<file path="src/design/refill_cfg_pkg.sv">
// Refill state encoding, line geometry constants and state decode helper
`default_nettype none

package refill_cfg_pkg;

  // ======================================================================
  // Refill FSM states
  // ======================================================================
  // Bit 2 marks the four WFD states, bit 3 the drain states
  typedef enum logic [3:0] {
    IDLE     = 4'b0000,
    REQ      = 4'b0001,
    WFD1     = 4'b0100,
    WFD2     = 4'b0101,
    WFD3     = 4'b0110,
    WFD4     = 4'b0111,
    INV_WFD1 = 4'b1000,
    INV_WFD2 = 4'b1001,
    INV_WFD3 = 4'b1010,
    INV_WFD4 = 4'b1011
  } refill_state_e;

  // ======================================================================
  // Line geometry
  // ======================================================================
  localparam int LINE_BEATS = 4;
  localparam int BEAT_BITS  = 128;
  localparam int HWORD_BITS = 16;

  // PC bit positions, counted on pc bits 39:1
  localparam int TAG_LSB  = 11;
  localparam int BEAT_LSB = 3;

  // True while a valid line beat is expected
  function automatic logic is_wfd(input refill_state_e st);
    return st[2];
  endfunction

endpackage

`default_nettype wire

</file>
<file path="src/design/refill_bus_pkg.sv">
// Packed structs for miss request, bus request, bus beat, cache write and fetch data
`default_nettype none

package refill_bus_pkg;

  // Widths of the fixed PC and tag fields in the structs
  localparam int PC_BITS   = 39;
  localparam int PTAG_BITS = PC_BITS - refill_cfg_pkg::TAG_LSB;

  // Access attributes, tsize 1 is a full line
  typedef struct packed {
    logic tsize;
    logic cacheable;
    logic bufferable;
    logic supv_mode;
    logic machine_mode;
    logic secure;
  } refill_attr_t;

  // Miss from the fetch stage, PCs hold pc bits 39:1
  typedef struct packed {
    logic               valid;
    logic [PC_BITS-1:0] vpc;
    logic [PC_BITS-1:0] ppc;
    refill_attr_t       attr;
  } miss_req_t;

  // Request toward the bus interface, full byte PCs
  typedef struct packed {
    logic             req;
    logic             refill_on;
    logic [PC_BITS:0] vpc;
    logic [PC_BITS:0] ppc;
    refill_attr_t     attr;
  } bus_req_t;

  // One returned beat
  typedef struct packed {
    logic                                 grnt;
    logic                                 data_vld;
    logic                                 trans_err;
    logic [refill_cfg_pkg::BEAT_BITS-1:0] rdata;
  } bus_beat_t;

  // Instruction cache write port
  typedef struct packed {
    logic                                 wr;
    logic                                 first;
    logic                                 last;
    logic [PC_BITS-1:0]                   index;
    logic [PTAG_BITS-1:0]                 ptag;
    logic [refill_cfg_pkg::BEAT_BITS-1:0] inst_data;
  } icache_wr_t;

  // Bypass data to the fetch stage
  typedef struct packed {
    logic                                 refill_on;
    logic [refill_cfg_pkg::BEAT_BITS-1:0] inst_data;
    logic                                 tag_valid;
    logic [PTAG_BITS-1:0]                 ptag;
    logic                                 acc_err;
  } ifdp_data_t;

endpackage

`default_nettype wire

</file>
<file path="src/design/l1_refill_top.sv">
// Instruction cache refill top with address capture, FSM and fill port
`default_nettype none

module l1_refill_top #(
  parameter int PC_W = 39
) (
  input  logic                       l1_refill_clk,
  input  logic                       cpurst_b,
  input  refill_bus_pkg::miss_req_t  miss,
  input  logic                       inv_on,
  input  logic                       inv_busy,
  input  logic                       chgflw,
  input  refill_bus_pkg::bus_beat_t  beat,
  output refill_bus_pkg::bus_req_t   bus_out,
  output refill_bus_pkg::icache_wr_t icache_out,
  output refill_bus_pkg::ifdp_data_t ifdp_out,
  output logic                       ipctrl_busy,
  output logic                       ifctrl_idle,
  output logic                       ifctrl_refill_on,
  output logic                       ifctrl_reissue,
  output logic                       trans_cmplt,
  output logic                       icache_miss_pre
);

  import refill_cfg_pkg::*;
  import refill_bus_pkg::*;

  logic [PC_W-1:0] vpc;
  logic [PC_W-1:0] ppc;
  refill_attr_t    attr;
  refill_state_e   state;
  logic            inc;

  // ======================================================================
  // Stage 1, address and attribute capture
  // ======================================================================
  refill_addr_track #(
    .PC_W (PC_W)
  ) u_addr_track (
    .l1_refill_clk (l1_refill_clk),
    .cpurst_b      (cpurst_b),
    .miss          (miss),
    .inc           (inc),
    .vpc           (vpc),
    .ppc           (ppc),
    .attr          (attr)
  );

  // ======================================================================
  // Stage 2, refill sequencing
  // ======================================================================
  refill_fsm u_fsm (
    .l1_refill_clk (l1_refill_clk),
    .cpurst_b      (cpurst_b),
    .miss_valid    (miss.valid),
    .inv_on        (inv_on),
    .inv_busy      (inv_busy),
    .chgflw        (chgflw),
    .beat          (beat),
    .tsize         (attr.tsize),
    .state         (state),
    .inc           (inc),
    .busy          (ipctrl_busy),
    .refill_on     (ifctrl_refill_on),
    .bus_req       (bus_out.req),
    .bus_refill_on (bus_out.refill_on),
    .trans_cmplt   (trans_cmplt),
    .miss_pre      (icache_miss_pre)
  );

  // Byte PCs toward the bus, halfword aligned
  assign bus_out.vpc  = (PC_BITS+1)'({vpc, 1'b0});
  assign bus_out.ppc  = (PC_BITS+1)'({ppc, 1'b0});
  assign bus_out.attr = attr;

  assign ifctrl_idle = !ipctrl_busy;

  // ======================================================================
  // Stage 3, cache and fetch stage fill
  // ======================================================================
  refill_fill_port #(
    .PC_W (PC_W)
  ) u_fill_port (
    .state      (state),
    .tsize      (attr.tsize),
    .beat       (beat),
    .vpc        (vpc),
    .ppc        (ppc),
    .refill_on  (ifctrl_refill_on),
    .icache_out (icache_out),
    .ifdp_out   (ifdp_out),
    .reissue    (ifctrl_reissue)
  );

endmodule

`default_nettype wire

</file>
<file path="src/design/refill_addr_track.sv">
// Captured virtual and physical fetch PC and attributes, stepped one beat at a time
`default_nettype none

module refill_addr_track #(
  parameter int PC_W = 39
) (
  input  logic                         l1_refill_clk,
  input  logic                         cpurst_b,
  input  refill_bus_pkg::miss_req_t    miss,
  input  logic                         inc,
  output logic [PC_W-1:0]              vpc,
  output logic [PC_W-1:0]              ppc,
  output refill_bus_pkg::refill_attr_t attr
);

  import refill_cfg_pkg::*;

  // Beat offset field within the line
  localparam int BEAT_MSB = BEAT_LSB + $clog2(LINE_BEATS) - 1;

  // Next beat address, wraps inside the line
  function automatic logic [PC_W-1:0] next_beat(input logic [PC_W-1:0] pc);
    logic [PC_W-1:0] nxt;
    nxt = pc;
    nxt[BEAT_MSB:BEAT_LSB] = pc[BEAT_MSB:BEAT_LSB] + 1'b1;
    nxt[BEAT_LSB-1:0] = '0;
    return nxt;
  endfunction

  // ======================================================================
  // Line address
  // ======================================================================
  always_ff @(posedge l1_refill_clk)
  begin
    if (miss.valid)
    begin
      vpc <= miss.vpc[PC_W-1:0];
      ppc <= miss.ppc[PC_W-1:0];
    end
    else if (inc)
    begin
      vpc <= next_beat(vpc);
      ppc <= next_beat(ppc);
    end
  end

  // ======================================================================
  // Access attributes
  // ======================================================================
  // Held for the whole refill, tsize also steers the FSM
  always_ff @(posedge l1_refill_clk or negedge cpurst_b)
  begin
    if (!cpurst_b)
    begin
      attr <= '0;
    end
    else if (miss.valid)
    begin
      attr <= miss.attr;
    end
  end

endmodule

`default_nettype wire

</file>
<file path="src/design/refill_fill_port.sv">
// Halfword reversal of beat data and per-beat cache write, tag and reissue decode
`default_nettype none

module refill_fill_port #(
  parameter int PC_W = 39
) (
  input  refill_cfg_pkg::refill_state_e state,
  input  logic                          tsize,
  input  refill_bus_pkg::bus_beat_t     beat,
  input  logic [PC_W-1:0]               vpc,
  input  logic [PC_W-1:0]               ppc,
  input  logic                          refill_on,
  output refill_bus_pkg::icache_wr_t    icache_out,
  output refill_bus_pkg::ifdp_data_t    ifdp_out,
  output logic                          reissue
);

  import refill_cfg_pkg::*;
  import refill_bus_pkg::*;

  localparam int HWORDS = BEAT_BITS / HWORD_BITS;

  logic [BEAT_BITS-1:0] inst_data;
  logic [PTAG_BITS-1:0] ptag;
  logic                 wfd;
  logic                 wfd1_vld;
  logic                 wfd4_vld;

  // ======================================================================
  // Beat data
  // ======================================================================
  // Lowest bus halfword ends up in the top slot
  always_comb
  begin
    for (int i = 0; i < HWORDS; i++)
    begin
      inst_data[i*HWORD_BITS +: HWORD_BITS] =
        beat.rdata[(HWORDS-1-i)*HWORD_BITS +: HWORD_BITS];
    end
  end

  assign ptag = PTAG_BITS'(ppc[PC_W-1:TAG_LSB]);

  // ======================================================================
  // Per-beat decode
  // ======================================================================
  assign wfd      = is_wfd(state);
  assign wfd1_vld = (state == WFD1) && beat.data_vld;
  assign wfd4_vld = (state == WFD4) && beat.data_vld;

  // Single-beat fetches bypass the cache
  assign icache_out.wr        = wfd && beat.data_vld && tsize;
  assign icache_out.first     = wfd1_vld && tsize;
  assign icache_out.last      = wfd4_vld;
  assign icache_out.index     = PC_BITS'(vpc);
  assign icache_out.ptag      = ptag;
  assign icache_out.inst_data = inst_data;

  assign ifdp_out.refill_on = refill_on;
  assign ifdp_out.inst_data = inst_data;
  assign ifdp_out.tag_valid = wfd && beat.data_vld;
  assign ifdp_out.ptag      = ptag;
  assign ifdp_out.acc_err   = wfd && beat.trans_err;

  // Refetch after the last good beat or on any error in a WFD state
  assign reissue = (wfd1_vld && !tsize) || wfd4_vld || (wfd && beat.trans_err);

endmodule

`default_nettype wire

</file>
<file path="src/design/refill_fsm.sv">
// Refill state machine with status levels and beat address increment strobe
`default_nettype none

module refill_fsm (
  input  logic                          l1_refill_clk,
  input  logic                          cpurst_b,
  input  logic                          miss_valid,
  input  logic                          inv_on,
  input  logic                          inv_busy,
  input  logic                          chgflw,
  input  refill_bus_pkg::bus_beat_t     beat,
  input  logic                          tsize,
  output refill_cfg_pkg::refill_state_e state,
  output logic                          inc,
  output logic                          busy,
  output logic                          refill_on,
  output logic                          bus_req,
  output logic                          bus_refill_on,
  output logic                          trans_cmplt,
  output logic                          miss_pre
);

  import refill_cfg_pkg::*;

  refill_state_e next_state;
  logic          start;
  logic          beat_done;

  // New refill only when no invalidate is running
  assign start     = miss_valid && !inv_on;
  // An error beat still counts as a beat on the bus
  assign beat_done = beat.data_vld || beat.trans_err;

  // ======================================================================
  // State register
  // ======================================================================
  always_ff @(posedge l1_refill_clk or negedge cpurst_b)
  begin
    if (!cpurst_b)
    begin
      state <= IDLE;
    end
    else
    begin
      state <= next_state;
    end
  end

  // ======================================================================
  // Next state
  // ======================================================================
  always_comb
  begin
    next_state = state;
    unique case (state)
      IDLE:
      begin
        if (start)
          next_state = REQ;
      end
      REQ:
      begin
        // Cancel before grant, the bus drops the request
        if (chgflw && !beat.grnt)
          next_state = IDLE;
        else if (beat.grnt)
          next_state = chgflw ? INV_WFD1 : WFD1;
      end
      WFD1:
      begin
        if (beat.data_vld)
          next_state = tsize ? WFD2 : IDLE;
        else if (beat.trans_err)
          next_state = tsize ? INV_WFD2 : IDLE;
        else if (chgflw)
          next_state = INV_WFD1;
      end
      WFD2:
      begin
        if (beat.data_vld)
          next_state = WFD3;
        else if (beat.trans_err)
          next_state = INV_WFD3;
      end
      WFD3:
      begin
        if (beat.data_vld)
          next_state = WFD4;
        else if (beat.trans_err)
          next_state = INV_WFD4;
      end
      WFD4:
      begin
        if (beat_done)
          next_state = IDLE;
      end
      // Drain path, beats are taken but not used
      INV_WFD1:
      begin
        if (beat_done)
          next_state = tsize ? INV_WFD2 : IDLE;
      end
      INV_WFD2:
      begin
        if (beat_done)
          next_state = INV_WFD3;
      end
      INV_WFD3:
      begin
        if (beat_done)
          next_state = INV_WFD4;
      end
      INV_WFD4:
      begin
        if (beat_done)
          next_state = IDLE;
      end
      default:
      begin
        next_state = IDLE;
      end
    endcase
  end

  // ======================================================================
  // Status and strobes
  // ======================================================================
  // Step the line address after beats 1 to 3 of a full line
  assign inc = beat_done && !inv_busy &&
               ((state == WFD1 && tsize) || state == WFD2 || state == WFD3);

  assign busy          = (state != IDLE);
  assign refill_on     = (state == REQ) || is_wfd(state);
  assign bus_req       = (state == REQ);
  assign bus_refill_on = (state == REQ) && !chgflw;
  assign trans_cmplt   = beat_done;
  // Miss counter event on the first returned beat
  assign miss_pre      = (state == WFD1) && beat_done;

endmodule

`default_nettype wire

</file>
<file path="config.mk">
export PLATFORM = sky130hd
export DESIGN_NAME = l1_refill_top
export DESIGN_NICKNAME = d
export VERILOG_FILES = /design/src/design/refill_cfg_pkg.sv /design/src/design/refill_bus_pkg.sv /design/src/design/l1_refill_top.sv /design/src/design/refill_addr_track.sv /design/src/design/refill_fill_port.sv /design/src/design/refill_fsm.sv
export SDC_FILE = /design/constraint.sdc
export NUM_CORES = 1
export LEC_CHECK = 0
export BUFFER_PORTS_ARGS = -buffer_cell sky130_fd_sc_hd__buf_2
export CORE_AREA = 2 2 261 263
export CTS_BUF_LIST = sky130_fd_sc_hd__clkbuf_8
export CTS_CLUSTER_DIAMETER = 80
export CTS_CLUSTER_SIZE = 20
export DETAILED_ROUTE_END_ITERATION = 8
export DIE_AREA = 0 0 263 265
export PLACE_DENSITY = 0.35
export SLEW_MARGIN = 25
export SYNTH_ARGS = -nofsm -noshare
export SYNTH_HDL_FRONTEND = slang
export SYNTH_SLANG_ARGS = --single-unit
</file>
<file path="constraint.sdc">
create_clock -name l1_refill_clk -period 4 [get_ports l1_refill_clk]
set_clock_uncertainty 0.1 [all_clocks]
set_input_delay 0.4 -clock l1_refill_clk [delete_from_list [all_inputs] [get_ports l1_refill_clk]]
set_output_delay 0.4 -clock l1_refill_clk [all_outputs]
set_load 0.01 [all_outputs]
</file>
Yosys cells after proc, flatten, opt, wreduce, memory -nomap -nowiden
Cells that the tools add are included.
- add/sub/neg operators: 2
- equality and inequality tests: 18
- muxes and demuxes: 22
- reductions and logical operators: 31
- operators by type and width (operator ; number):
    39-bit two-way mux ; 2
    4-bit two-way mux ; 16
    4-bit case mux with 9 select lines ; 1
    4-bit by 3-bit equality test with 1-bit output (second input constant) ; 4
    4-bit equality test (second input constant) ; 4
    1-bit logical AND ; 14
    5-bit two-way mux ; 2
    2-bit by 1-bit inequality test with 1-bit output (second input constant) ; 5
    3-bit inequality test (second input constant) ; 3
    9-bit AND reduction ; 1
    1-bit logical NOT ; 6
    1-bit logical OR ; 6
    2-bit by 1-bit adder with 2-bit output (second input constant) ; 2
    4-bit by 1-bit equality test with 1-bit output (second input constant) ; 1
    4-bit logical NOT ; 1
    4-bit inequality test (second input constant) ; 1
    4-bit nonzero test ; 1
    3-bit two-way mux ; 1
    2-bit nonzero test ; 1
    2-bit OR reduction ; 1
- register bits: 88
- output and inout bits: 451
- word-level logic and storage cells: 84

Longest topological paths before layout
- word-level depth: 7
- depth in mapped cells: 6
- mapped depth without buffers: 5

By module
Synthesis repeated with hierarchy kept, for this count alone.
- cell total of the unflattened synthesis: 605
- area total of the unflattened synthesis: 6333.6 µm²
- by module, submodules not included (module ; times used ; cells an instance ; area an instance (µm²) ; seq. area each (µm²)):
    refill_addr_track ; 1 ; 184 ; 3139.3 ; 2492.4
    refill_fill_port ; 1 ; 364 ; 2718.9 ; 0.0
    refill_fsm ; 1 ; 53 ; 452.9 ; 100.1
    l1_refill_top ; 1 ; 4 ; 22.5 ; 0.0

Worst setup path after synthesis
No wires, ideal clock.
- path type: register to register
- start point: register u_fsm.state[3]
- end point: register u_fsm.state[3]
- arrival: 1.697 ns
- required time: 3.775 ns
- setup slack: 2.078 ns
- cell stages (with the launch flop): 7
- buffers on the path: 2
- period minus slack after synthesis: 1.922 ns
- cells stage by stage: dfrtp_1 > buf_2 > or4_4 > o32ai_2 > or2_1 > buf_6 > mux2_4
- longest elaborated chain between the ends: 4
- elaborated cells between the ends (all ways): 22
- ends and longest elaborated chain (element ; RTL line ; RTL):
    from (decl) ; refill_fsm.sv:13 ; output refill_cfg_pkg::refill_state_e state,
    from (signal assigned) ; refill_fsm.sv:45 ; state <= next_state;
    4-bit equality test or 4-bit by 3-bit equality test with 1-bit output (tied branches) ; refill_fsm.sv:55 ; unique case (state)
    2-bit OR reduction (no source line) ; -- ;
    2-bit by 1-bit inequality test with 1-bit output (no source line) ; -- ;
    9-bit AND reduction (no source line) ; -- ;
Several ways; a longest one is shown, not always the timed one.
A chain may end at the register's enable or synchronous reset.

==> results.md <==
- Final WL: approximately 22 mm
- Via Count: 3,451
- # setup viols final: 0
- Hold_buf cts: 1
- Rel. slew slack: 0.654
- Layout fillers: 7,766
- Max-cap violations: 0
- Unrepaired setup endpoints after global routing: false
- DP Wirelength: about 18 mm
- EDFF count, synth: 78
- Max Fanout on Critical Path: 12
- Hold Crit Start: miss[0]
- Clk root buf: clkbuf_8
- Die W: between 200 and 300 um
- Syn Area/Cell: 10.4 um^2
- Post-layout min period: 2.49 ns
- Asr flop ratio synth: 0.114
- First-pass GRT wire length: 28.4 mm
- Netlist cell types: 34
- PwrDens: about 420 nW/um^2
- Number of synthesized register bits: 88
- Slew Viols, Final: 0
- Initial Util: 0.0937
- Die ar.: 69,700 um^2
- Wirelength per Cell: 15.7 um
- Die Height: 265 um
- # port buffers: ~290
- Synth-to-Final Area Change: 0.479%
- Total CTS buffers: 9
- Post-synth top flop: edfxtp_1
- Status: completed
- Core area: 66,800 um^2
- Warnings from Yosys: 0
- Row cnt: 95
- CTS resizes: 0
- Max Clk Rate: 402 MHz
- Post-DRT Antenna Nets: 0
- Post-route setup TNS: 0 ns
- Overall power: 0.00265 W
- Bufs on Longest Clock Path: 2
- Post-layout nets: 749
- Crit share post-route: 0.623
- Number of global-route vias before repair: 3,339
- CP Capture Type: primary output
- Mapped Area: 6260 um^2
- Clock sinks: 88
- Cells after synthesis: 601
- RePlAce Congestion: approximately 0.7
- Share of cells above drive strength 1: 0.587
- Crit path DAT: 1.99 ns
- Clock transition at the registers of the reported paths: 0.14 ns
- Pre-CTS setup slack: 1.79 ns
- Critical path class: reg2out
- Reg2reg start: u_fsm.state[1]
- Initial antenna violation count: 9
- Htree depth: 3
- Gr usage total: 0.0609
- Post-synthesis sequential area ratio: 0.414
- Post-CTS Setup Repair Bufs: 0
- Residual DRC: 0
- Vias per cell: around 2.5
- Maximum number of pins on one net before global-route repair: between 100 and 150
- I/O pin cnt: roughly 670
- Detailed Routing Iterations Pass 1: 4
- Final worst slack: 1.51 ns
- Startpoint types: register
- Required @ worst endpoint: between 3 and 4 ns
- Final Hold Viols: 0
- Critical Path Start: u_fsm.state[1]
- First DRT Iteration DRCs: 187
- Leakage: 2.54 nW
- Clk_lat worst skew: roughly 0.43 ns
- Maximum vdd drop: 0.119 mV
- CTS tree: yes
- Worst-Margin Slew: 0.520 ns
- GRT overflow: 0
- Worst min-delay path class: in2reg
critical path, stage by stage (launching register included):
cell	delay (ns)
dfrtp_1	0.52
or4b_4	0.66
nor2_1	0.20
buf_2	0.17
registers in the layout, indices dropped and copies added, names as in the netlist:
register and cells:
u_addr_track.ppc 39, u_addr_track.attr 6, u_addr_track.vpc 39, u_fsm.state 4
layout make-up:
| class | count | area [um^2] | share of cell area |
|---|---|---|---|
| diodes | 1 | 2.50 | 0.000398 |
| clock buffers | 9 | 124 | 0.0197 |
| clock inverters | 7 | 101 | 0.0161 |
| inverters | 5 | 18.8 | 0.00298 |
| multi-input cells | 136 | 895 | 0.142 |
| flip-flops and latches | 88 | 2590 | 0.412 |
| well taps | 873 | 1090 | 0.174 |
| repair buffers | 288 | 1470 | 0.233 |
report_power, final:
group	switching (W)	internal [W]	total [W]
Sequential	0.000101	0.00110	0.00120
Combinational	0.000362	0.000285	0.000647
Clock	0.000439	0.000361	0.000800
path summary, 6_finish.rpt:
check	to	slack (ns)	cells after the start
worst max-delay path	bus_out[86]	1.51	3
worst min-delay path	u_addr_track.attr[0]	0.1	2
worst max register to register	u_fsm.state[3]	1.78	4
worst min register to register	u_addr_track.attr[3]	0.42	1
max in group asynchronous	u_fsm.state[3]	3.28	2
min in group asynchronous	u_fsm.state[2]	0.27	2
synthesized netlist by cell type, types with 2 or more instances:
cell type,number,area share
a2111o_1,2,0.0036
a21oi_1,4,0.0032
and2_1,76,0.076
and3_1,2,0.0020
buf_4,358,0.43
buf_6,2,0.0036
clkbuf_1,12,0.0072
dfrtp_1,10,0.040
edfxtp_1,78,0.37
inv_1,5,0.0030
mux2_2,6,0.011
mux2i_1,2,0.0032
nand2_1,8,0.0048
nor2_1,5,0.0030
nor3_1,4,0.0032
o21ai_0,7,0.0056
xnor2_1,3,0.0042
layout by cell type, fill, tap and decap left out, types with 2 or more instances in the layout:
cell	count
dfrtp_1	10
o21ai_0	7
nand2_1	8
mux2_2	6
buf_4	2
a2111o_1	2
xnor2_1	3
edfxtp_1	78
nor3_1	4
buf_2	284
inv_6	2
and3_1	2
nor2_1	5
clkbuf_8	9
conb_1	2
mux2i_1	2
and2_1	76
bufinv_16	2
a21oi_1	4
inv_1	5
stage by stage:
stage | hold slack (ns) | instances | cell area [um^2] | util
4_1_cts | 0.00968 | 1406 | 6290 | 0.0942
3_5_place_dp | 0.214 | 1389 | 6050 | 0.0906
5_1_grt | 0.0438 | 1407 | 6290 | 0.0942
6_report | 0.0966 | 1407 | 6290 | 0.0942
3_3_place_gp | 0.209 | 1389 | 6050 | 0.0906
2_1_floorplan | 0.00441 | 602 | 6270 | -
layer usage:
metal / GRT usage / part of all wire / up-vias
li1: - / - / 1417
met5: 0.00208 / 0.00059 / -
met3: 0.0416 / 0.15 / 110
met1: 0.0511 / 0.31 / 1477
met4: 0.0456 / 0.073 / 2
met2: 0.101 / 0.47 / 445
cells by family (layout without fill, tap and decap cells):
family                 Yosys count  after routing  share of synthesized area
buffers and inverters          378            309                      0.444
AND/OR/NAND/NOR                104            104                      0.101
flip-flops                      88             88                      0.414
AO/OA/AOI/OAI                   18             18                     0.0202
multiplexers                     9              9                     0.0164
XOR/XNOR                         3              3                    0.00420
other                            1              3                   0.000599
Note: power is estimated with default switching activity, not from simulation.
